--- src/rx_mac_pkg.sv ---
package rx_mac_pkg;

    // ~~~~~~~~~~~~~~~~~~~~~~~~~~~~~~
    // xgmii column
    // ~~~~~~~~~~~~~~~~~~~~~~~~~~~~~~

    localparam int xgmii_width = 32;
    localparam int xgmii_lanes = xgmii_width / 8;

    localparam logic [7:0] xgmii_idle      = 8'h07;
    localparam logic [7:0] xgmii_start     = 8'hfb;
    localparam logic [7:0] xgmii_terminate = 8'hfd;
    localparam logic [7:0] xgmii_error     = 8'hfe;

    // ~~~~~~~~~~~~~~~~~~~~~~~~~~~~~~
    // ethernet framing
    // ~~~~~~~~~~~~~~~~~~~~~~~~~~~~~~

    localparam logic [7:0] preamble_byte = 8'h55;
    localparam logic [7:0] sfd_byte      = 8'hd5;

    localparam int preamble_len = 6;                // preamble bytes after the start character

    typedef logic [10:0] frame_len_t;               // byte count from the DA through the FCS

    localparam frame_len_t min_frame_len = 11'd64;
    localparam frame_len_t max_frame_len = 11'd1518;

    // ~~~~~~~~~~~~~~~~~~~~~~~~~~~~~~
    // crc-32
    // ~~~~~~~~~~~~~~~~~~~~~~~~~~~~~~

    localparam logic [31:0] crc_init      = 32'hffff_ffff;
    localparam logic [31:0] crc_poly_refl = 32'hedb8_8320;

    // register value once a correct FCS has gone through, no final inversion applied
    localparam logic [31:0] crc_residue   = 32'hdebb_20e3;

    // ~~~~~~~~~~~~~~~~~~~~~~~~~~~~~~
    // decoded lane
    // ~~~~~~~~~~~~~~~~~~~~~~~~~~~~~~

    typedef enum logic [1:0] {
        lane_data,                                  // ctl low, plain data byte
        lane_term,                                  // terminate character
        lane_err,                                   // error or unknown control code
        lane_other                                  // idle or start
    } lane_kind_t;

endpackage

--- src/xgmii_lane_decode.sv ---
`timescale 1ns/1ns

module xgmii_lane_decode (
    input  logic                               rx_clk,
    input  logic                               rx_rst,
    input  logic [rx_mac_pkg::xgmii_width-1:0] xgmii_data,
    input  logic [rx_mac_pkg::xgmii_lanes-1:0] xgmii_ctl,
    output logic                               dec_valid,
    output logic                               dec_start,
    output logic [rx_mac_pkg::xgmii_width-1:0] dec_data,
    output rx_mac_pkg::lane_kind_t             dec_kind [rx_mac_pkg::xgmii_lanes]
);
    import rx_mac_pkg::*;

    lane_kind_t kind_next [xgmii_lanes];
    logic       start_next;

    always_comb begin
        for (int i = 0; i < xgmii_lanes; i++) begin
            if (!xgmii_ctl[i]) begin
                kind_next[i] = lane_data;
            end else begin
                case (xgmii_data[8*i +: 8])
                    xgmii_terminate:         kind_next[i] = lane_term;
                    xgmii_error:             kind_next[i] = lane_err;
                    xgmii_idle, xgmii_start: kind_next[i] = lane_other;
                    default:                 kind_next[i] = lane_err;  // reserved codes count as errors
                endcase
            end
        end
    end

    // only lane 0 may open a frame
    assign start_next = xgmii_ctl[0] && xgmii_data[7:0] == xgmii_start;

    always_ff @(posedge rx_clk) begin
        if (!rx_rst) begin
            dec_valid <= 1'b0;
            dec_start <= 1'b0;
        end else begin
            dec_valid <= 1'b1;                      // xgmii delivers a column on every edge
            dec_start <= start_next;
        end
    end

    always_ff @(posedge rx_clk) begin
        dec_data <= xgmii_data;
        dec_kind <= kind_next;
    end

endmodule

--- config.mk ---
export PLATFORM = sky130hd
export DESIGN_NAME = xgmii_lane_decode
export DESIGN_NICKNAME = d
export VERILOG_FILES = /design/src/rx_mac_pkg.sv /design/src/xgmii_lane_decode.sv
export SDC_FILE = /design/constraint.sdc
export NUM_CORES = 1
export LEC_CHECK = 0
export BUFFER_PORTS_ARGS = -buffer_cell sky130_fd_sc_hd__buf_4
export CAP_MARGIN = 20
export CORE_ASPECT_RATIO = 1.5
export CORE_MARGIN = 2
export CORE_UTILIZATION = 39
export DETAILED_ROUTE_END_ITERATION = 10
export MAX_ROUTING_LAYER = met4
export PLACE_DENSITY_LB_ADDON = 0.3
export SLEW_MARGIN = 20
export SYNTH_ARGS = -nofsm -noshare
export SYNTH_HDL_FRONTEND = slang
export SYNTH_SLANG_ARGS = --single-unit
export TNS_END_PERCENT = 20
--- constraint.sdc ---
create_clock -name rx_clk -period 1.05 [get_ports rx_clk]
set_input_delay 0.21 -clock rx_clk [delete_from_list [all_inputs] [get_ports rx_clk]]
set_output_delay 0.21 -clock rx_clk [all_outputs]
set_load 0.005 [all_outputs]
==> run_results.csv <==
group,metric,value,unit
status,status,"finished, final reports clean",
drt,ant_nets,0,
grt,grt_max_degree,13,
floorplanning,dieArea,3352,sq um
final_layout,fill_cells,231,
worst_setup_path,cp_max_fo,1,
synth,ys_seq_area_share,74.42,%
final_layout,layout_commonest_cell,"buf_4",
worst_setup_path,crit_type,"reg -> out",
worst_setup_path,cp.arrival,0.73,ns
clock_network,clock_sinks,42,
timing,tightest_slew,0.2902,ns
synth,yosys-top-cells-area,"dfxtp_1, nand2_1, nand4_1",
floorplanning,core-area,2705,sq um
grt,grt.overflow.total,0,
grt,grt_pass1_wl,4319,um
synth,avgSynthCellArea,13.14,sq um
floorplanning,pin_count,80,
final_layout,final_cells,210,
floorplanning,start_util,41.77,%
timing,rsz0062_at_grt,"false",
placed_design,dp_cells,202,
final_layout,mostFrequentLayoutCells,"buf_4, dfxtp_1, nand2_1",
placed_design,dpl.hpwl,2222,um
timing,fmax,1066,MHz
worst_setup_path,path_buf_inv,1,
placed_design,placed_area,1769,sq um
floorplanning,floorplan.die.height,69.92,um
clock_network,cts_setup_buffers,0,
clock_network,cts_root_buf,"clkbuf_8",
final_layout,drive_above_1_share,49.13,%
clock_network,cts-resized-gates,0,
timing,setup_viol,0,
timing,maxSlewHeadroom,80.38,%
synth,syn_nets,124,
worst_setup_path,critPathLaunchType,"register",
clock_network,cts_hold_buf,0,
worst_setup_path,cp.required,0.84,ns
floorplanning,rows,23,
synth,synth_top_area_share,74.42,%
final_layout,n_antenna_cell,0,
clock_network,htree_levels,2,
min_path,hold_end,"dec_valid",
synth,synth-seq-cells,42,
min_path,hold_start,"rx_rst",
synth,syn-instance-count,86,
drt,drc,0,
worst_setup_path,end_kind,"primary output",
drt,wl_per_cell,13.05,um
flow_run,cap_violations,0,
synth,yosysTopAreaCell,"dfxtp_1",
grt,antenna_found_initial,0,
min_path,worstHoldPathType,"in -> reg",
synth,synth_warnings,0,
timing,fin_crit,0.9379,ns
synth,ys_types,19,
clock_network,cts_buffers,5,
final_layout,fin_area,1876,sq um
worst_setup_path,crit_chain,"buf_4",
grt,grt_pass1_vias,965,
drt,num_vias,985,
placed_design,portBuffers,79,
final_layout,multi_input_area,289.0,sq um
min_path,worstHoldPathCells,1,
timing,maxSlewViolCount,0,
worst_setup_path,slowest_stage,"dfxtp_1",
floorplanning,die_x,47.95,um
grt,track_usage,18.85,%
timing,hold_violations,0,
power_and_ir_drop,p_per_area,1714,nW/um^2
power_and_ir_drop,leakagePower,0.8751,nW
power_and_ir_drop,vdd_ir_drop_max,0.001142,V
final_layout,regArea,840.8,sq um
worst_setup_path,critPathLaunch,"dec_kind[5]",
worst_setup_path,crit_cells,1,
worst_setup_path,cp_top_family,"flip-flops",
timing,setup_tns,0,ns
drt,drt-total-wl,2741,um
worst_setup_path,max_stage_delay,0.31,ns
drt,vias_per_cell,4.690,
final_layout,fin_nets,210,
timing,finalCritPeriodShare,89.32,%
drt,firstDrtPassIters,4,
placed_design,gp_congestion,0.7306,
clock_network,clk_pin_slew,0.07,ns
drt,drtIter0Drc,12,
clock_network,cts_buffer_depth,2,
synth,netlist_area,1130,sq um
final_layout,area_delta_synth_final,66.00,%
clock_network,cts_tree,"done",
flip-flops by register name, indices dropped and copies added, names as in the netlist:
name and count:
dec_data 32, dec_kind 8, dec_start 1, dec_valid 1
layer usage:
| layer | vias to the layer above | GRT usage (%) | wire length, um |
|---|---|---|---|
| met5 | - | - | 0 |
| li1 | 475 | - | - |
| met2 | 54 | 30.81 | 1541 |
| met4 | 0 | 8.108 | 36 |
| met1 | 452 | 18.50 | 905 |
| met3 | 4 | 7.752 | 257 |
synth_stat cells:
master	instances
nor4_1	1
nand4_1	5
and4_1	3
and3_1	1
nor2b_1	2
and2b_1	1
xor2_1	3
and4bb_1	2
o31a_1	3
nand3_1	1
o2111ai_1	1
nor2_1	1
nor3_1	2
dfxtp_1	42
a21oi_1	1
a21boi_1	3
nand2_1	11
nor4b_1	2
o21a_1	1
cells by family after synthesis:
group	count (synthesis)	synth area share, %
simple gates	32	17.05
xor+xnor	3	2.326
compound gates	9	6.202
flops	42	74.42
worst max path at each step:
| stage | endpoint |
|---|---|
| after global placement | dec_kind[3] |
| final | dec_kind[5] |
| after global routing | dec_data[29] |
| after detailed placement | dec_kind[3] |
| after CTS | dec_kind[5] |
| after floorplan | dec_kind[1] |
power breakdown:
group          internal (W)  leakage, nW  switching, W  total, W
registers           0.00167        0.353     0.0000206   0.00169
logic              0.000202        0.470      0.000116  0.000318
clock network      0.000711       0.0524      0.000496   0.00121
metrics by stage:
stage	util, %	power, W	hold WS [ns]	setup slack [ns]
floorplan	-	0.001777	0.2377	0.2279
global placement	65.40	0.002038	0.3292	0.1108
detailed placement	65.40	0.002048	0.3305	0.09006
CTS	69.33	0.003256	0.02256	0.09792
global route	69.33	0.003364	0.02157	0.07085
finish	69.33	0.003215	0.03612	0.1121
area by class of cell:
class | count | area share [%]
Clock buffer | 7 | 4.069
Clock inverter | 1 | 1.601
Multi-Input combinational cell | 44 | 15.41
Sequential cell | 42 | 44.83
Tap cell | 37 | 2.468
Timing Repair Buffer | 79 | 31.62
Note: power is estimated with default switching activity, not from simulation.
