<file path="src/rx_mac_pkg.sv">
package rx_mac_pkg;

    // ~~~~~~~~~~~~~~~~~~~~~~~~~~~~~~
    // xgmii column
    // ~~~~~~~~~~~~~~~~~~~~~~~~~~~~~~

    localparam int xgmii_width = 32;
    localparam int xgmii_lanes = xgmii_width / 8;

    localparam logic [7:0] xgmii_idle      = 8'h07;
    localparam logic [7:0] xgmii_start     = 8'hfb;
    localparam logic [7:0] xgmii_terminate = 8'hfd;
    localparam logic [7:0] xgmii_error     = 8'hfe;

    // ~~~~~~~~~~~~~~~~~~~~~~~~~~~~~~
    // ethernet framing
    // ~~~~~~~~~~~~~~~~~~~~~~~~~~~~~~

    localparam logic [7:0] preamble_byte = 8'h55;
    localparam logic [7:0] sfd_byte      = 8'hd5;

    localparam int preamble_len = 6;                // preamble bytes after the start character

    typedef logic [10:0] frame_len_t;               // byte count from the DA through the FCS

    localparam frame_len_t min_frame_len = 11'd64;
    localparam frame_len_t max_frame_len = 11'd1518;

    // ~~~~~~~~~~~~~~~~~~~~~~~~~~~~~~
    // crc-32
    // ~~~~~~~~~~~~~~~~~~~~~~~~~~~~~~

    localparam logic [31:0] crc_init      = 32'hffff_ffff;
    localparam logic [31:0] crc_poly_refl = 32'hedb8_8320;

    // register value once a correct FCS has gone through, no final inversion applied
    localparam logic [31:0] crc_residue   = 32'hdebb_20e3;

    // ~~~~~~~~~~~~~~~~~~~~~~~~~~~~~~
    // decoded lane
    // ~~~~~~~~~~~~~~~~~~~~~~~~~~~~~~

    typedef enum logic [1:0] {
        lane_data,                                  // ctl low, plain data byte
        lane_term,                                  // terminate character
        lane_err,                                   // error or unknown control code
        lane_other                                  // idle or start
    } lane_kind_t;

endpackage

</file>
<file path="src/eth_crc32.sv">
`timescale 1ns/1ns

module eth_crc32 (
    input  logic                               rx_clk,
    input  logic                               rx_rst,
    input  logic                               crc_clear,
    input  logic                               crc_en,
    input  logic [rx_mac_pkg::xgmii_width-1:0] crc_data,
    input  logic [rx_mac_pkg::xgmii_lanes-1:0] crc_mask,
    output logic                               crc_ok
);
    import rx_mac_pkg::*;

    logic [31:0] crc_reg;
    logic [31:0] crc_next;

    // lane 0 is the earliest byte on the wire, so lanes fold in ascending order
    always_comb begin
        crc_next = crc_reg;
        for (int i = 0; i < xgmii_lanes; i++) begin
            if (crc_mask[i]) begin
                crc_next = crc_next ^ {24'd0, crc_data[8*i +: 8]};
                for (int b = 0; b < 8; b++) begin
                    if (crc_next[0]) begin
                        crc_next = (crc_next >> 1) ^ crc_poly_refl;
                    end else begin
                        crc_next = crc_next >> 1;
                    end
                end
            end
        end
    end

    always_ff @(posedge rx_clk) begin
        if (!rx_rst) begin
            crc_reg <= crc_init;
        end else if (crc_clear) begin
            crc_reg <= crc_init;
        end else if (crc_en) begin
            crc_reg <= crc_next;
        end
    end

    // the FCS goes through the same path as the data, so a good frame ends on the residue
    assign crc_ok = crc_reg == crc_residue;

    // valid bytes always start at lane 0 and never leave a gap
    assert property (@(posedge rx_clk) disable iff (!rx_rst)
        crc_en |-> crc_mask inside {4'b0000, 4'b0001, 4'b0011, 4'b0111, 4'b1111})
        else $error("eth_crc32: crc_mask %b is not contiguous from lane 0", crc_mask);

endmodule

</file>
<file path="config.mk">
export PLATFORM = sky130hd
export DESIGN_NAME = eth_crc32
export DESIGN_NICKNAME = d
export VERILOG_FILES = /design/src/rx_mac_pkg.sv /design/src/eth_crc32.sv
export SDC_FILE = /design/constraint.sdc
export NUM_CORES = 1
export LEC_CHECK = 0
export ABC_AREA = 1
export BUFFER_PORTS_ARGS = -buffer_cell sky130_fd_sc_hd__buf_2
export CORE_MARGIN = 10
export CORE_UTILIZATION = 25
export DETAILED_ROUTE_END_ITERATION = 7
export SYNTH_ARGS = -nofsm -noshare
export SYNTH_HDL_FRONTEND = slang
export SYNTH_SLANG_ARGS = --single-unit
</file>
<file path="constraint.sdc">
create_clock -name rx_clk -period 4.3 [get_ports rx_clk]
set_clock_uncertainty 0.2 [all_clocks]
set_input_delay 0.215 -clock rx_clk [delete_from_list [all_inputs] [get_ports rx_clk]]
set_output_delay 0.215 -clock rx_clk [all_outputs]
set_load 0.02 [all_outputs]
</file>
==> results of run 1 <==
-- worst max path at each step --
stage,from,endpoint,slack [ps],cells past startpoint
2_1_floorplan,crc_reg[1],crc_reg[25],1130,31
3_3_place_gp,crc_reg[1],crc_reg[17],8,31
3_5_place_dp,crc_reg[1],crc_reg[17],-10,31
4_1_cts,crc_reg[1],crc_reg[9],40,27
5_1_grt,crc_reg[2],crc_reg[20],-60,33
6_report,crc_reg[1],crc_reg[9],250,29
-- stage by stage --
stage / area [um^2] / instances / total power, uW / TNS (ps)
2_1_floorplan: 7994 / 1520 / 2536 / 0
3_3_place_gp: 9006 / 1986 / 3522 / 0
3_5_place_dp: 9006 / 1986 / 3538 / -24.79
4_1_cts: 9158 / 1994 / 3908 / 0
5_1_grt: 9523 / 2014 / 4442 / -281.6
6_report: 9523 / 2014 / 4109 / 0
-- layer usage --
| metal | global-route usage [%] | vias up |
|---|---|---|
| met5 | 0 | - |
| met4 | 5.764 | 0 |
| met3 | 2.112 | 55 |
| met2 | 30.14 | 461 |
| met1 | 24.45 | 4720 |
| li1 | - | 5067 |
-- power groups by stage --
stage | Combinational (uW) | Sequential (uW) | Clock (uW)
after detailed placement | 3180 | 363 | 0
after global routing | 3700 | 361 | 377
after floorplan | 2190 | 345 | 0
after global placement | 3160 | 363 | 0
final | 3390 | 359 | 356
after CTS | 3190 | 356 | 358
-- cells by family after synthesis --
family                    synth area share, %
xor gates and xnor gates                11.97
AOI/OAI and AO/OA                       7.889
DFF                                     8.014
and+or+nand+nor                         63.56
muxes                                  0.2504
buffers and inverters                   8.311
-- repair_timing --
action                                  4_1_cts  5_1_grt
resized for setup                             1       49
endpoints found under the setup margin        4       32
buffers inserted                              0       20
hold endpoints to repair                      0        0
pin swaps                                     0       10
-- cells in the final DEF (no fill, tap or decap), types with 7 or more instances in the layout --
cell type  synthesis  final
a21oi_1           47     47
buf_2             12     40
inv_2             14     13
nor4_1             8      8
dfxtp_1           32     24
buf_4              2     80
nand3_1          273    266
xor2_2             7      7
inv_1            114    114
xnor2_1           18     18
nand3_2           24     31
dfxtp_2            0      7
nand2_1          643    630
o21ai_1           12     10
nor2_1            27     27
o21ai_0           47     47
nand4_1            8      8
nand2_2           79     77
xor2_1            72     71
nand2_4           22     36
-- worst reg2reg max path, delay by kind of cell, from the launching register on --
family	cells	cell delay (ps)
and+or+nand+nor	22	2460
DFF	1	370
AOI/OAI and AO/OA	2	250
xor gates and xnor gates	1	160
buffers and inverters	4	490
-- area by class of cell --
cell class	instances	area (um^2)	share of cell area, %
Clock buffer	6	138.9	1.458
Clock inverter	2	10.01	0.1051
Inverter	130	490.5	5.150
Multi-Input combinational cell	1319	6867	72.11
Sequential cell	32	653.1	6.858
Tap cell	402	503.0	5.282
Timing Repair Buffer	123	860.8	9.040
==> results.md, run 1 <==
- Status: completed
- Starting density of the core: 25.33%
- GP Congestion: 1.003
- Fin Hold WS: roughly 29 ps
- Flop pwr share: 8.7%
- Core ar.: 31560 um^2
- Top-area cell type share of the netlist area: between 30% and 40%
- CP max stage cell: dfxtp_4
- Util after Layout: between 30% and 40%
- Worst endpoint required time: around 4300 ps
- Max-Cap Viols: 0
- Top layer used by detailed routing: met4
- Syn Area/Cell: about 5.3 um^2
- Clock share of power: 8.7%
- Max FFs per register: 32
- WL met3: around 3000 um
- Vias/cell: 5.116
- Hold depth: 3
- PortBufs: 40
- Main synth FF type: dfxtp_1
- Die Y: approximately 200 um
- Met1 Routed Length: 16300 um
- Routed len/inst: 18.62 um
- Crit path arrival time: 4000 ps
- Internal power: 1701 uW
- Cts hold-fix bufs: 0
- Sequential area share after synthesis: 8.014%
- Worst-margin pin slew: approximately 990 ps
- Worst-Skew Late Latency: 280 ps
- Fillcell total: 3629
- CTS tree: built
- P per Cell Area: 431.5 nW/um^2
- WL met2: 17040 um
- Period utilization: approximately 94%
- Yosys warns: 0
- Area grow syn2layout: 19.13%
- Ys async rst share: 0%
- Ratio of cells with drive above 1 in the final layout: between 10% and 20%
- Gate power share: 82.6%
- Die X: 198.8 um
- Hold_sp: crc_clear
- Internal reg-to-reg setup slack: 250 ps
- Endpoints failing setup: 0
- CP Class: reg2reg
- Total global routing track utilization: ~18%
- Worst Setup Slack, final: 245.7 ps
- Remaining DRCs: 0
- EDFF count, synth: 0
- End of the worst hold path: crc_reg[30]
- Die area: 39530 um^2
- Total CTS buffers: 5
- Crit-path leading delay family: simple AND/OR/NAND/NOR gates
- Count leader, synth: nand2_1
- First-pass GRT wire length: 55680 um
- Post-Place Worst Slack: -12.12 ps
- Diode count: 0
- Most used cell, CP: nand2_1
- Max Fanout on Critical Path: 7
- Max incr delay on CP: 370 ps
- Cell taking the most area after synthesis: nand2_1
- Reg2Reg Capture Point: crc_reg[9]
- Cell count after synthesis: 1520
- Max Slew Vio Count: 0
- Clk root buf: clkbuf_16
- Number of placed I/O pins: slightly above 40
- Reg-to-Reg Start: crc_reg[1]
- Largest net degree at the start of global routing: 43
- Library cells used by synthesis: 37
- Initial drt markers: 1150
- GR Overflow Total: 0
- Slew HR: 33.84%
- #FFs+latches synth: 32
- Post-Syn Area: ~8000 um^2
- Synth cell count leaders: nand2_1, nand3_1, inv_1
- Number of global-route vias before repair: 9182
- Htree depth: 2
- Buffers and inverters on the worst path: 4
- Type of origin of the critical path: register
- P_sw: 2407 uW
- Hold Vio Cnt, Final: 0
- Dpl hpwl: between 30000 and 40000 um
- Crit. End Element: register
- Nets: 1651
- DR vias: 10300
- Leak pwr: approximately 0.0052 uW
- Initial antenna violation count: 0
- Clock Path Buffers: 2
- Worst r2r path cells: 29
- ANT nets after route: 0
- Drt pass-1 iters: 8
- Rows: between 60 and 70
- Post-layout min period: 4054 ps
- Top cells by area, synth: nand2_1, nand3_1, dfxtp_1
- Max Freq: roughly 250 MHz
- VDD IR-drop max: 0.1462 mV
- Reg clk slew, reported paths: around 50 ps
- CTS Sinks: 32
- Switching share of total power: 58.59%
- Syn Nets: 1560
- Routed WL: 37500 um
- Worst Hold Class: in2reg
No activity file was read; power rests on OpenSTA's default activity.
==> run 2: changes to the inputs <==
Settings changed: CORE_UTILIZATION 25 to 58, PLACE_DENSITY set to 0.76.
==> run 2 against run 1 <==
- combinational power is 6.8% lower
- register-to-register slack got worse by 50 ps
- total power fell by 4.1%
- sequential power barely moved
- clock power grew 18%
- critical path depth down 7
- count of clock-buffer cells in the layout fell by 1
- sequential share of layout area increased by 0.54 points
- final cell count decreased by 14%
- non-clock buffer count is 53 lower
- largest cell class unchanged
- highest routed layer unchanged
==> results.md, run 2 (synthesized netlist as in run 1, its figures left out) <==
- Most common cell after layout, fill and taps aside: nand2_1
- GP Congestion: approximately 1.1
- Htree depth: 2
- Status: completed
- Crit-path leading delay family: simple AND/OR/NAND/NOR gates
- Max Slew Vio Count: 0
- Flop pwr share: a little under a tenth
- Die area: 18880 um^2
- Crit path arrival time: 4070 ps
- DR vias: 10570
- ANT nets after route: 0
- P_sw: 2345 uW
- Core ar.: 13350 um^2
- Endpoints failing setup: 0
- Drt pass-1 iters: 5
- Remaining DRCs: 0
- Routed WL: 33300 um
- Hold Vio Cnt, Final: 0
- Leak pwr: 0.004943 uW
- Internal power: around 1600 uW
- Buffers and inverters on the worst path: 2
- Dpl hpwl: 26700 um
- CP max stage cell: dfxtp_1
- PortBufs: 40
- Worst-Skew Late Latency: between 200 and 300 ps
- Worst Hold Class: in2reg
- Routed len/inst: 19.19 um
- Post-layout min period: 4107 ps
- Die Y: around 140 um
- Switching share of total power: 59.53%
- Slew HR: 47.41%
- Cts hold-fix bufs: 0
- Clock share of power: a little over a tenth
- Diode count: 0
- GR Overflow Total: 0
- Die X: 137.4 um
- Most used cell, CP: nand2_1
- Max-Cap Viols: 0
- Nets: 1598
- Max FFs per register: 32
- Clock Path Buffers: 2
- CTS tree: built
- CP Cell Sequence: xnor2_1 -> nand2_2 -> nand2_4 -> inv_2 -> nand2_1 -> nand2_1 -> inv_1 -> nor2_1 -> a21oi_1 -> xor2_1 -> xor2_1 -> xor2_1 -> mux2i_1 -> or2_2 -> nand2_1 -> nand2_1 -> nand3_1 -> o21ai_0 -> xnor2_1 -> nand2_1 -> nand3_1 -> nand2_1
- CTS Sinks: 32
- Starting density of the core: 59.89%
- First-pass GRT wire length: 50030 um
- Total CTS buffers: 5
- Initial antenna violation count: 0
- Worst endpoint required time: 4270 ps
- Max Freq: 243.5 MHz
- Worst Setup Slack, final: roughly 190 ps
- Gate power share: about 80%
- VDD IR-drop max: 0.2556 mV
- Largest net degree at the start of global routing: 45
- Initial drt markers: 1751
- Max incr delay on CP: 460 ps
- Type of origin of the critical path: register
- Final instance area: 8815 um^2
- CP Class: reg2reg
- Total global routing track utilization: about 34%
- Ratio of cells with drive above 1 in the final layout: 16.93%
- Number of global-route vias before repair: 8983
- Placed inst area: 8431 um^2
- Number of placed I/O pins: 41
- Post-Place Worst Slack: 159.1 ps
- Rows: 42
- Reg clk slew, reported paths: roughly 60 ps
- Max Fanout on Critical Path: 9
- Most frequent cells in the layout: nand2_1, nand3_1, inv_1
- Worst-margin pin slew: 780.6 ps
- Period utilization: 95.52%
- P per Cell Area: 446.9 nW/um^2
- Area grow syn2layout: 10.27%
- Vias/cell: 6.091
- Clk root buf: clkbuf_16
- Crit. End Element: register
-- run 2: cell types whose count changed in the layout (fill, tap and decap cells not counted), moves of 2 or more --
cell / change
buf_12: -2
nand2_2: -4
o21ai_1: +2
nand2_1: +3
buf_4: -51
nand3_2: -2
nand3_1: +2
nand2_4: +2
xnor2_2: +2
xnor2_1: -2
-- run 2: path summary, 6_finish.rpt --
check              startpoint  slack, ps           to  cells past startpoint
hold / removal      crc_clear         10  crc_reg[30]                      3
setup / recovery   crc_reg[7]        190   crc_reg[6]                     22
setup reg to reg   crc_reg[7]        190   crc_reg[6]                     22
hold reg to reg   crc_reg[21]        280  crc_reg[21]                      2
-- run 2: routing by layer --
metal	up-vias	routed length, um	GRT usage [%]	part of all wire, %
li1	4953	-	-	-
met1	4710	12600	44.02	38
met2	759	14270	51.78	43
met3	146	4153	5.171	12
met4	0	2283	19.91	6.9
met5	-	0	0	0
-- run 2: worst min-delay path, cell delays in order --
cell and delay [ps]:
buf_2 70, nor2_1 70, o211ai_1 90
-- run 2: power groups by stage --
stage          registers (uW)  logic [uW]  clock network [uW]
4_1_cts                   355        2970                 414
3_5_place_dp              362        2950                   0
6_report                  360        3160                 419
5_1_grt                   359        3430                 431
3_3_place_gp              361        2920                   0
2_1_floorplan             345        2190                   0
-- run 2: layout make-up --
| type | count | area, um^2 |
|---|---|---|
| Clock buffer | 5 | 125.1 |
| Clock inverter | 3 | 42.54 |
| Fill cell | 1346 | 4533 |
| Inverter | 130 | 488.0 |
| Multi-Input combinational cell | 1319 | 6849 |
| Sequential cell | 32 | 651.9 |
| Tap cell | 176 | 220.2 |
| Timing Repair Buffer | 70 | 437.9 |
-- run 2: timing repair --
action,in CTS,in global routing
setup endpoints to repair,0,29
setup buffers,0,6
hold endpoints to repair,0,0
resized for setup,0,45
-- run 2: per-stage QoR --
step                cells  TNS (ps)  power, uW  utilization (%)  hold WS [ps]
floorplan            1520         0       2536                -         165.3
global placement     1721         0       3277            63.16         257.0
detailed placement   1721         0       3313            63.16         260.3
CTS                  1729         0       3739            64.42         16.53
global route         1735    -91.30       4221            66.04         25.94
finish               1735         0       3939            66.04         13.83
