<file path="config.mk">
export PLATFORM = sky130hd
export DESIGN_NAME = rx_frame_fsm
export DESIGN_NICKNAME = d
export VERILOG_FILES = /design/src/rx_mac_pkg.sv /design/src/rx_frame_fsm.sv
export SDC_FILE = /design/constraint.sdc
export NUM_CORES = 1
export LEC_CHECK = 0
export ABC_CLOCK_PERIOD_IN_PS = 8600
export BUFFER_PORTS_ARGS = -buffer_cell sky130_fd_sc_hd__buf_2
export CORE_MARGIN = 2
export CORE_UTILIZATION = 47
export CTS_CLUSTER_SIZE = 28
export DETAILED_ROUTE_END_ITERATION = 16
export HOLD_SLACK_MARGIN = 0.06
export PLACE_DENSITY = 0.8
export SETUP_SLACK_MARGIN = 0.2
export SLEW_MARGIN = 20
export SYNTH_ARGS = -nofsm -noshare
export SYNTH_HDL_FRONTEND = slang
export SYNTH_SLANG_ARGS = --single-unit
</file>
<file path="constraint.sdc">
create_clock -name rx_clk -period 8.6 [get_ports rx_clk]
set_clock_uncertainty 0.05 [all_clocks]
set_input_delay 0.43 -clock rx_clk [delete_from_list [all_inputs] [get_ports rx_clk]]
set_output_delay 0.43 -clock rx_clk [all_outputs]
set_load 0.01 [all_outputs]
</file>
<file path="src/rx_mac_pkg.sv">
package rx_mac_pkg;

    // ~~~~~~~~~~~~~~~~~~~~~~~~~~~~~~
    // xgmii column
    // ~~~~~~~~~~~~~~~~~~~~~~~~~~~~~~

    localparam int xgmii_width = 32;
    localparam int xgmii_lanes = xgmii_width / 8;

    localparam logic [7:0] xgmii_idle      = 8'h07;
    localparam logic [7:0] xgmii_start     = 8'hfb;
    localparam logic [7:0] xgmii_terminate = 8'hfd;
    localparam logic [7:0] xgmii_error     = 8'hfe;

    // ~~~~~~~~~~~~~~~~~~~~~~~~~~~~~~
    // ethernet framing
    // ~~~~~~~~~~~~~~~~~~~~~~~~~~~~~~

    localparam logic [7:0] preamble_byte = 8'h55;
    localparam logic [7:0] sfd_byte      = 8'hd5;

    localparam int preamble_len = 6;                // preamble bytes after the start character

    typedef logic [10:0] frame_len_t;               // byte count from the DA through the FCS

    localparam frame_len_t min_frame_len = 11'd64;
    localparam frame_len_t max_frame_len = 11'd1518;

    // ~~~~~~~~~~~~~~~~~~~~~~~~~~~~~~
    // crc-32
    // ~~~~~~~~~~~~~~~~~~~~~~~~~~~~~~

    localparam logic [31:0] crc_init      = 32'hffff_ffff;
    localparam logic [31:0] crc_poly_refl = 32'hedb8_8320;

    // register value once a correct FCS has gone through, no final inversion applied
    localparam logic [31:0] crc_residue   = 32'hdebb_20e3;

    // ~~~~~~~~~~~~~~~~~~~~~~~~~~~~~~
    // decoded lane
    // ~~~~~~~~~~~~~~~~~~~~~~~~~~~~~~

    typedef enum logic [1:0] {
        lane_data,                                  // ctl low, plain data byte
        lane_term,                                  // terminate character
        lane_err,                                   // error or unknown control code
        lane_other                                  // idle or start
    } lane_kind_t;

endpackage

</file>
<file path="src/rx_frame_fsm.sv">
`timescale 1ns/1ns

module rx_frame_fsm (
    input  logic                               rx_clk,
    input  logic                               rx_rst,
    input  logic                               dec_valid,
    input  logic                               dec_start,
    input  logic [rx_mac_pkg::xgmii_width-1:0] dec_data,
    input  rx_mac_pkg::lane_kind_t             dec_kind [rx_mac_pkg::xgmii_lanes],
    input  logic                               crc_ok,
    input  logic                               overflow,
    output logic                               crc_clear,
    output logic                               crc_en,
    output logic [rx_mac_pkg::xgmii_width-1:0] crc_data,
    output logic [rx_mac_pkg::xgmii_lanes-1:0] crc_mask,
    output logic                               wr_en,
    output logic [rx_mac_pkg::xgmii_width-1:0] wr_data,
    output logic [rx_mac_pkg::xgmii_lanes-1:0] wr_keep,
    output logic                               wr_last,
    output logic                               commit,
    output logic                               discard,
    output logic                               frame_good,
    output logic                               frame_bad,
    output logic                               crc_error
);
    import rx_mac_pkg::*;

    localparam int sfd_lane = preamble_len - xgmii_lanes + 1;  // lane of the SFD in column two

    typedef enum logic [2:0] {st_idle, st_preamble, st_body, st_verdict, st_drop} state_t;

    state_t                 state;
    logic [xgmii_lanes-1:0] col_mask;
    logic [2:0]             col_bytes;
    logic                   run;
    logic                   col_term;
    logic                   col_bad;
    logic                   start_ok;
    logic                   pre_ok;
    logic                   bad_flag;
    logic                   too_long;
    logic                   formal_ok;
    frame_len_t             len;
    logic                   hold_valid;
    logic [xgmii_width-1:0] hold_data;
    logic [xgmii_lanes-1:0] hold_keep;

    // ~~~~~~~~~~~~~~~~~~~~~~~~~~~~~~
    // column classification
    // ~~~~~~~~~~~~~~~~~~~~~~~~~~~~~~

    always_comb begin
        run       = 1'b1;
        col_bytes = 3'd0;
        for (int i = 0; i < xgmii_lanes; i++) begin
            run         = run && dec_kind[i] == lane_data;
            col_mask[i] = run;
            col_bytes   = col_bytes + {2'b00, run};
        end
        col_term = !(&col_mask) && dec_kind[col_bytes[1:0]] == lane_term;
        col_bad  = !(&col_mask) && !col_term;    // error or stray control before any terminate
    end

    always_comb begin
        start_ok = 1'b1;
        for (int i = 1; i < xgmii_lanes; i++) begin
            start_ok &= dec_kind[i] == lane_data && dec_data[8*i +: 8] == preamble_byte;
        end
        pre_ok = dec_kind[sfd_lane] == lane_data && dec_data[8*sfd_lane +: 8] == sfd_byte;
        for (int i = 0; i < sfd_lane; i++) begin
            pre_ok &= dec_kind[i] == lane_data && dec_data[8*i +: 8] == preamble_byte;
        end
    end

    // ~~~~~~~~~~~~~~~~~~~~~~~~~~~~~~
    // state machine
    // ~~~~~~~~~~~~~~~~~~~~~~~~~~~~~~

    always_ff @(posedge rx_clk) begin
        if (!rx_rst) begin
            state      <= st_idle;
            bad_flag   <= 1'b0;
            too_long   <= 1'b0;
            len        <= '0;
            hold_valid <= 1'b0;
        end else begin
            hold_valid <= state == st_body && !col_bad && col_bytes != 3'd0;
            case (state)
                st_idle, st_drop: begin
                    if (dec_valid && dec_start) begin
                        state    <= start_ok ? st_preamble : st_verdict;
                        bad_flag <= !start_ok;
                        too_long <= 1'b0;
                        len      <= '0;
                    end else if (col_bytes == 3'd0) begin
                        state <= st_idle;           // drop ends on the first column with no data
                    end
                end
                st_preamble: begin
                    state    <= pre_ok ? st_body : st_verdict;
                    bad_flag <= !pre_ok;
                end
                st_body: begin
                    if (!too_long) begin
                        len <= len + frame_len_t'(col_bytes);
                    end
                    too_long <= too_long || len + frame_len_t'(col_bytes) > max_frame_len;
                    if (col_bad) begin
                        state    <= st_verdict;
                        bad_flag <= 1'b1;
                    end else if (col_term) begin
                        state <= st_verdict;
                    end
                end
                st_verdict: state <= bad_flag ? st_drop : st_idle;  // a bad frame is still on the line
                default:    state <= st_idle;
            endcase
        end
    end

    // one word is held back so the last one can be tagged when the terminate sits in lane 0
    always_ff @(posedge rx_clk) begin
        if (state == st_body && col_bytes != 3'd0) begin
            hold_data <= dec_data;
            hold_keep <= col_mask;
        end
    end

    assign crc_clear = state == st_preamble;
    assign crc_en    = state == st_body;
    assign crc_data  = dec_data;
    assign crc_mask  = col_mask;

    assign wr_en   = hold_valid && (state == st_verdict || (state == st_body && !col_bad));
    assign wr_data = hold_data;
    assign wr_keep = hold_keep;
    assign wr_last = state == st_verdict || (state == st_body && col_term && col_bytes == 3'd0);

    assign formal_ok  = !bad_flag && !too_long && len >= min_frame_len;
    assign frame_good = state == st_verdict && formal_ok && crc_ok && !overflow;
    assign frame_bad  = state == st_verdict && !frame_good;
    assign crc_error  = state == st_verdict && formal_ok && !crc_ok;
    assign commit     = frame_good;
    assign discard    = frame_bad;

    // a frame is committed only once its last word has gone to the buffer
    assert property (@(posedge rx_clk) disable iff (!rx_rst)
        commit |-> !discard && ((wr_en && wr_last) || $past(wr_en && wr_last)))
        else $error("rx_frame_fsm: commit without a last word or together with discard");

endmodule

</file>
==> results of run 1 <==
==> power breakdown <==
group	internal, uW	total, uW	switching (uW)	leakage [uW]
registers	296	310	14.7	0.000465
logic	55.3	147	91.8	0.000853
clock network	87.4	165	77.6	0.0000554
==> placed cells by master, fill, tap and decap left out, types with 3 or more instances in the layout <==
cell	count
inv_1	8
dfxtp_1	17
xnor2_1	3
and2_1	3
a21oi_1	6
o21ai_0	10
nand3_1	9
edfxtp_1	36
nor3_1	8
clkbuf_8	5
a21boi_0	9
xor2_1	5
nand2_1	13
ha_1	5
o21a_1	3
nor3b_1	7
o211ai_1	3
buf_2	126
nand4_1	3
nor2_1	19
==> cell type report <==
type	instances	share of cell area, %
clock buffer	6	2.23
clock inverter	2	1.19
inverter	8	0.924
multi-input combinational	145	29.7
sequential	53	43.8
tap	72	2.77
timing repair buffer	126	19.4
==> cells by family (layout without fill, tap and decap cells) <==
logic type      count (synthesis)  count (layout)  synth area share, %
simple gates                   87              87                 18.7
fa+ha+maj                       6               6                 3.05
mux                             1               1                0.370
xor+xnor                        8               8                 2.59
flops                          53              53                 52.5
compound gates                 43              43                 10.6
buf+inv                        51             142                 12.2
==> state kept, by name, summed over array words and instances (netlist names) <==
signal / count
bad_flag: 1
state: 3
len: 11
wr_keep: 4
wr_data: 32
too_long: 1
hold_valid: 1
==> layer usage <==
metal	vias up	wire length, um	GRT usage, %
li1	1045	-	-
met1	1006	2400	21.8
met5	-	0	0
met4	0	42	4.07
met2	90	3030	32.6
met3	5	427	3.73
==> synthesized netlist by cell type, types with 2 or more instances <==
| cell | number | share of area, % |
|---|---|---|
| edfxtp_1 | 36 | 40 |
| buf_4 | 35 | 9.7 |
| nor2_1 | 20 | 2.8 |
| dfxtp_1 | 17 | 13 |
| nand2_1 | 13 | 1.8 |
| o21ai_0 | 10 | 1.8 |
| a21boi_0 | 9 | 2.5 |
| nand3_1 | 9 | 1.7 |
| inv_1 | 8 | 1.1 |
| nor3_1 | 8 | 1.5 |
| nor3b_1 | 7 | 1.9 |
| a21oi_1 | 6 | 1.1 |
| clkbuf_1 | 6 | 0.83 |
| ha_1 | 5 | 2.3 |
| xor2_1 | 5 | 1.6 |
| and2_1 | 3 | 0.69 |
| nand4_1 | 3 | 0.69 |
| o211ai_1 | 3 | 0.83 |
| o21a_1 | 3 | 0.83 |
| xnor2_1 | 3 | 0.97 |
| a31oi_1 | 2 | 0.46 |
| and3_1 | 2 | 0.46 |
| and4bb_2 | 2 | 0.92 |
| nand3b_1 | 2 | 0.55 |
| nor4bb_1 | 2 | 0.74 |
| o21ai_1 | 2 | 0.37 |
| or4_1 | 2 | 0.55 |
| or4_4 | 2 | 0.83 |
==> worst max-delay path, cell delays in order <==
cell	delay, ps
buf_2	130
or4_4	530
or3_4	370
a21oi_1	160
ha_1	170
ha_1	270
ha_1	290
a211oi_1	350
nor3_1	180
xnor2_1	150
or4_1	530
o211ai_1	170
==> path summary, 6_finish.rpt <==
path                               from               endpoint  cells after the start
setup / recovery            dec_kind[5]  too_long$_SDFFE_PN0P_                     12
hold / removal             dec_data[24]  wr_data[24]$_DFFE_PP_                      1
setup reg to reg  state[1]$_SDFFE_PN0P_    len[4]$_SDFFE_PN0P_                      6
hold reg to reg     len[0]$_SDFFE_PN0P_    len[0]$_SDFFE_PN0P_                      2
==> per-stage QoR <==
step                setup WS, ps  cell area (um2)  total power (uW)
global route                4820             3250               655
detailed placement          4770             3140               463
global placement            4870             3140               460
CTS                         5060             3250               625
floorplan                   5140             2710               415
finish                      5050             3250               622
==> flow_summary.json, run 1 <==
{
  "status": "completed",
  "dieArea_mm2": 0.00639,
  "seq_area_frac_synth_pct": 52.5,
  "cp.required_ps": 8780,
  "critPathArrivalTime_ps": 3730,
  "rsz0062_at_grt": "false",
  "multiInputGateArea_um2": 965,
  "post_cts_buffers": 0,
  "num-fill-cells": 483,
  "crit_type": "in2reg",
  "routed_via_density": 5.21,
  "antenna_found_initial": 0,
  "ios": 127,
  "clock_path_buffers": 2,
  "start_util_pct": 48.9,
  "synth_enable_flop_cells": 36,
  "postSynthAreaPerCell_um2": 10.9,
  "maxCapViolations": 0,
  "async_flop_share_pct": 0,
  "drc": 0,
  "yosys_register_bits": 53,
  "hold_buffers": 0,
  "clk-insertion-delay-late_ps": 300,
  "endpoint_kind": "flop",
  "instances_no_fill": 412,
  "hold_violations": 0,
  "area_growth_pct": 19.9,
  "fin_util_pct": 58.6,
  "netlist_area_mm2": 0.00271,
  "firstDrtPassIters": 4,
  "coreArea_mm2": 0.00554,
  "cp_max_fo": 5,
  "drive_above_1_share_pct": 42.6,
  "drt_iter0_markers": 126,
  "synthFlopType": "edfxtp_1",
  "period_share_pct": 41.3,
  "regArea_mm2": 0.00142,
  "slew_violations": 0,
  "cts_buffers": 5,
  "vias": 2146,
  "dpl.hpwl_um": 4630,
  "peakVddDrop_v": 0.0000949,
  "max_freq_mhz": 282,
  "relSlewSlack_pct": 37.5,
  "cts_tree": "built",
  "grt_use_total_pct": 18.0,
  "setup_violations": 0,
  "fin_nets": 391,
  "dp.cells": 404,
  "synth_nets": 301,
  "p_leak_uw": 0.00137,
  "die_h_um": 79.9,
  "min_period_ps": 3550,
  "netlist_instances": 249,
  "tns_ps": 0,
  "min_path_type": "in2reg",
  "grt_pass1_vias": 1961,
  "cts_root_buffer": "clkbuf_8",
  "critPathLaunchType": "input port",
  "clkTransAtPathRegs_ps": 90,
  "ctsHtreeMaxLevel": 2,
  "worst_slew_pin_slew_ps": 935,
  "wl_um": 5890,
  "cts-resized-gates": 0,
  "fin_hold_ws_ps": 271,
  "gr-total-overflow": 0,
  "powerDensity_mw_per_mm2": 192,
  "rows": 27,
  "wire_per_inst_um": 14.3,
  "rrSetupSlack_ps": 6300,
  "grt_max_degree": 37,
  "grt_pass1_wl_um": 9030,
  "diodes": 0,
  "yosysWarnings": 0,
  "antenna_left": 0,
  "die_w_um": 79.9,
  "gp_routability_congestion": 0.899,
  "cts.sinks": 53,
  "portBuffers": 126,
  "yosysUniqueCellTypes": 52
}
Note: power is estimated with default switching activity, not from simulation.
==> run 2: changes to the inputs <==
Settings changed: ABC_AREA set to 1, ABC_CLOCK_PERIOD_IN_PS 8600 to 3060, CORE_UTILIZATION 47 to 43, PLACE_DENSITY 0.8 to 0.76.
Clock period 8.6 ns to 3.06 ns, I/O delays scaled along.
==> run 2 against run 1 <==
Net effect:
- sequential cell count did not move
- total power rose by 140%
- die area rose by 13%
- via count rose by 22%
- critical endpoint unchanged
- largest cell class unchanged
==> flow_summary.json, run 2 <==
{
  "netlist_area_mm2": 0.00283,
  "min_to": "wr_keep[0]$_DFFE_PP_",
  "cts_buffers": 5,
  "peakVddDrop_v": 0.000227,
  "period_share_pct": 79.3,
  "fin_nets": 498,
  "grt_use_total_pct": 21.0,
  "cts_tree": "built",
  "synth_top_cells_by_count": "nand2_1, buf_4, edfxtp_1, inv_1, nand3_1",
  "clock_path_buffers": 2,
  "synth_area_leaders": "edfxtp_1, dfxtp_1, buf_4",
  "netlist_instances": 319,
  "wl_met3_um": 581,
  "rsz0062_at_grt": "false",
  "relSlewSlack_pct": 32.6,
  "gp_routability_congestion": 0.936,
  "synth_top_cell_area_share_pct": 38.2,
  "yosysWarnings": 0,
  "yosysUniqueCellTypes": 30,
  "synth_enable_flop_cells": 36,
  "rrSetupSlack_ps": 1070,
  "clkTransAtPathRegs_ps": 100,
  "layout_commonest_cell": "buf_2",
  "maxCapViolations": 0,
  "antenna_left": 0,
  "rows": 29,
  "critPathArrivalTime_ps": 2620,
  "reg2reg_from": "len[0]$_SDFFE_PN0P_",
  "ios": 127,
  "async_flop_share_pct": 0,
  "drive_above_1_share_pct": 37.1,
  "setup_violations": 0,
  "wl_um": 7870,
  "synth_nets": 371,
  "vias": 2617,
  "final_cell_mix": "buf_2, nand2_1, edfxtp_1",
  "die_w_um": 85.1,
  "yosys_register_bits": 53,
  "synth_top_area_cell": "edfxtp_1",
  "seq_area_frac_synth_pct": 50.2,
  "dpl.hpwl_um": 5310,
  "routed_via_density": 4.99,
  "cp.required_ps": 3250,
  "num-fill-cells": 531,
  "die_h_um": 85.1,
  "yosysMostFrequentCell": "nand2_1",
  "slew_violations": 0,
  "cts.sinks": 53,
  "postSynthAreaPerCell_um2": 8.87,
  "min_period_ps": 2430,
  "drt_iter0_markers": 148,
  "wire_per_inst_um": 15.0,
  "area_growth_pct": 30.6,
  "dieArea_mm2": 0.00724,
  "maxUsedRoutingLayer": "met4",
  "coreArea_mm2": 0.00635,
  "status": "completed",
  "cts_root_buffer": "clkbuf_8",
  "critPathLaunchType": "input port",
  "drc": 0,
  "ctsHtreeMaxLevel": 2,
  "min_path_type": "in2reg",
  "portBuffers": 126,
  "start_util_pct": 44.6,
  "reg2reg_depth": 14,
  "worst_slew_pin_slew_ps": 1010,
  "endpoint_kind": "flop",
  "powerDensity_mw_per_mm2": 411,
  "largest_reg_flops": 32,
  "grt_pass1_wl_um": 12100,
  "crit_type": "in2reg",
  "antenna_found_initial": 0,
  "wl_met1_um": 3020,
  "r2r-end": "too_long$_SDFFE_PN0P_",
  "grt_max_degree": 37,
  "tns_ps": 0,
  "min_path_cells": 2,
  "cp_max_fo": 7,
  "gr-total-overflow": 0,
  "dp.cells": 484,
  "dr_wl_met2_um": 4110,
  "hold_violations": 0,
  "grt_pass1_vias": 2492,
  "p_leak_uw": 0.00167,
  "instances_no_fill": 524,
  "clk-insertion-delay-late_ps": 300,
  "max_freq_mhz": 412,
  "firstDrtPassIters": 4,
  "synthFlopType": "edfxtp_1",
  "diodes": 0,
  "min_from": "dec_kind[6]",
  "post_cts_buffers": 0
}
run 2: kinds of logic after synthesis:
| logic type | synth area share, % |
|---|---|
| simple gates | 27.5 |
| buf+inv | 15.5 |
| flops | 50.2 |
| compound gates | 3.89 |
| fa+ha+maj | 2.92 |
run 2: stage by stage:
stage	util [%]	hold WS [ps]	power (uW)	worst slack [ps]	instance area (um2)
4_1_cts	58.2	107	1520	651	3690
2_1_floorplan	-	202	1000	478	2830
3_5_place_dp	51.7	308	1090	332	3280
3_3_place_gp	51.7	304	1080	461	3280
5_1_grt	58.2	113	1580	409	3690
6_report	58.2	120	1520	632	3690
run 2: worst max-delay path by stage:
stage	startpoint	endpoint	slack, ps	cells past startpoint
floorplan	state[1]$_SDFFE_PN0P_	wr_data[0]$_DFFE_PP_	480	2
global placement	dec_kind[7]	too_long$_SDFFE_PN0P_	460	19
detailed placement	dec_kind[7]	too_long$_SDFFE_PN0P_	330	21
CTS	dec_kind[7]	too_long$_SDFFE_PN0P_	650	21
global route	dec_kind[7]	too_long$_SDFFE_PN0P_	410	21
finish	dec_kind[7]	too_long$_SDFFE_PN0P_	630	21
run 2: per-layer routing:
layer  GRT usage (%)  up-vias
li1                -     1269
met5               0        -
met3            4.86       17
met1            23.1     1222
met2            39.6      109
met4            6.78        0
run 2: cell type report:
type | instances | area [um2] | area share [%]
Sequential cell | 53 | 1420 | 38.5
Clock inverter | 3 | 21.3 | 0.576
Clock buffer | 5 | 68.8 | 1.86
Tap cell | 77 | 96.3 | 2.61
Multi-Input combinational cell | 186 | 977 | 26.4
Inverter | 42 | 159 | 4.30
Timing Repair Buffer | 158 | 951 | 25.7
run 2: repair_timing:
item / CTS / global route
hold endpoints to repair: 32 / 0
hold buffers: 32 / 0
resized for setup: 0 / 0
run 2: critical path: stages:
cell,delay [ps]
buf_2,120
nor2_4,160
inv_2,120
nor2_4,160
nand2_2,70
o21ai_0,80
ha_1,210
ha_1,210
inv_1,70
fa_1,380
inv_1,110
nand2_1,90
nand2_1,120
nand3b_1,80
nand2_1,90
nand2_1,50
nor2_1,80
nand2_1,60
nand2_1,60
nand2_1,60
a21oi_2,100
run 2: report_power, final:
part	internal, uW	switching, uW	total (uW)
registers	796	14.8	811
clock network	163	247	410
logic	117	181	297
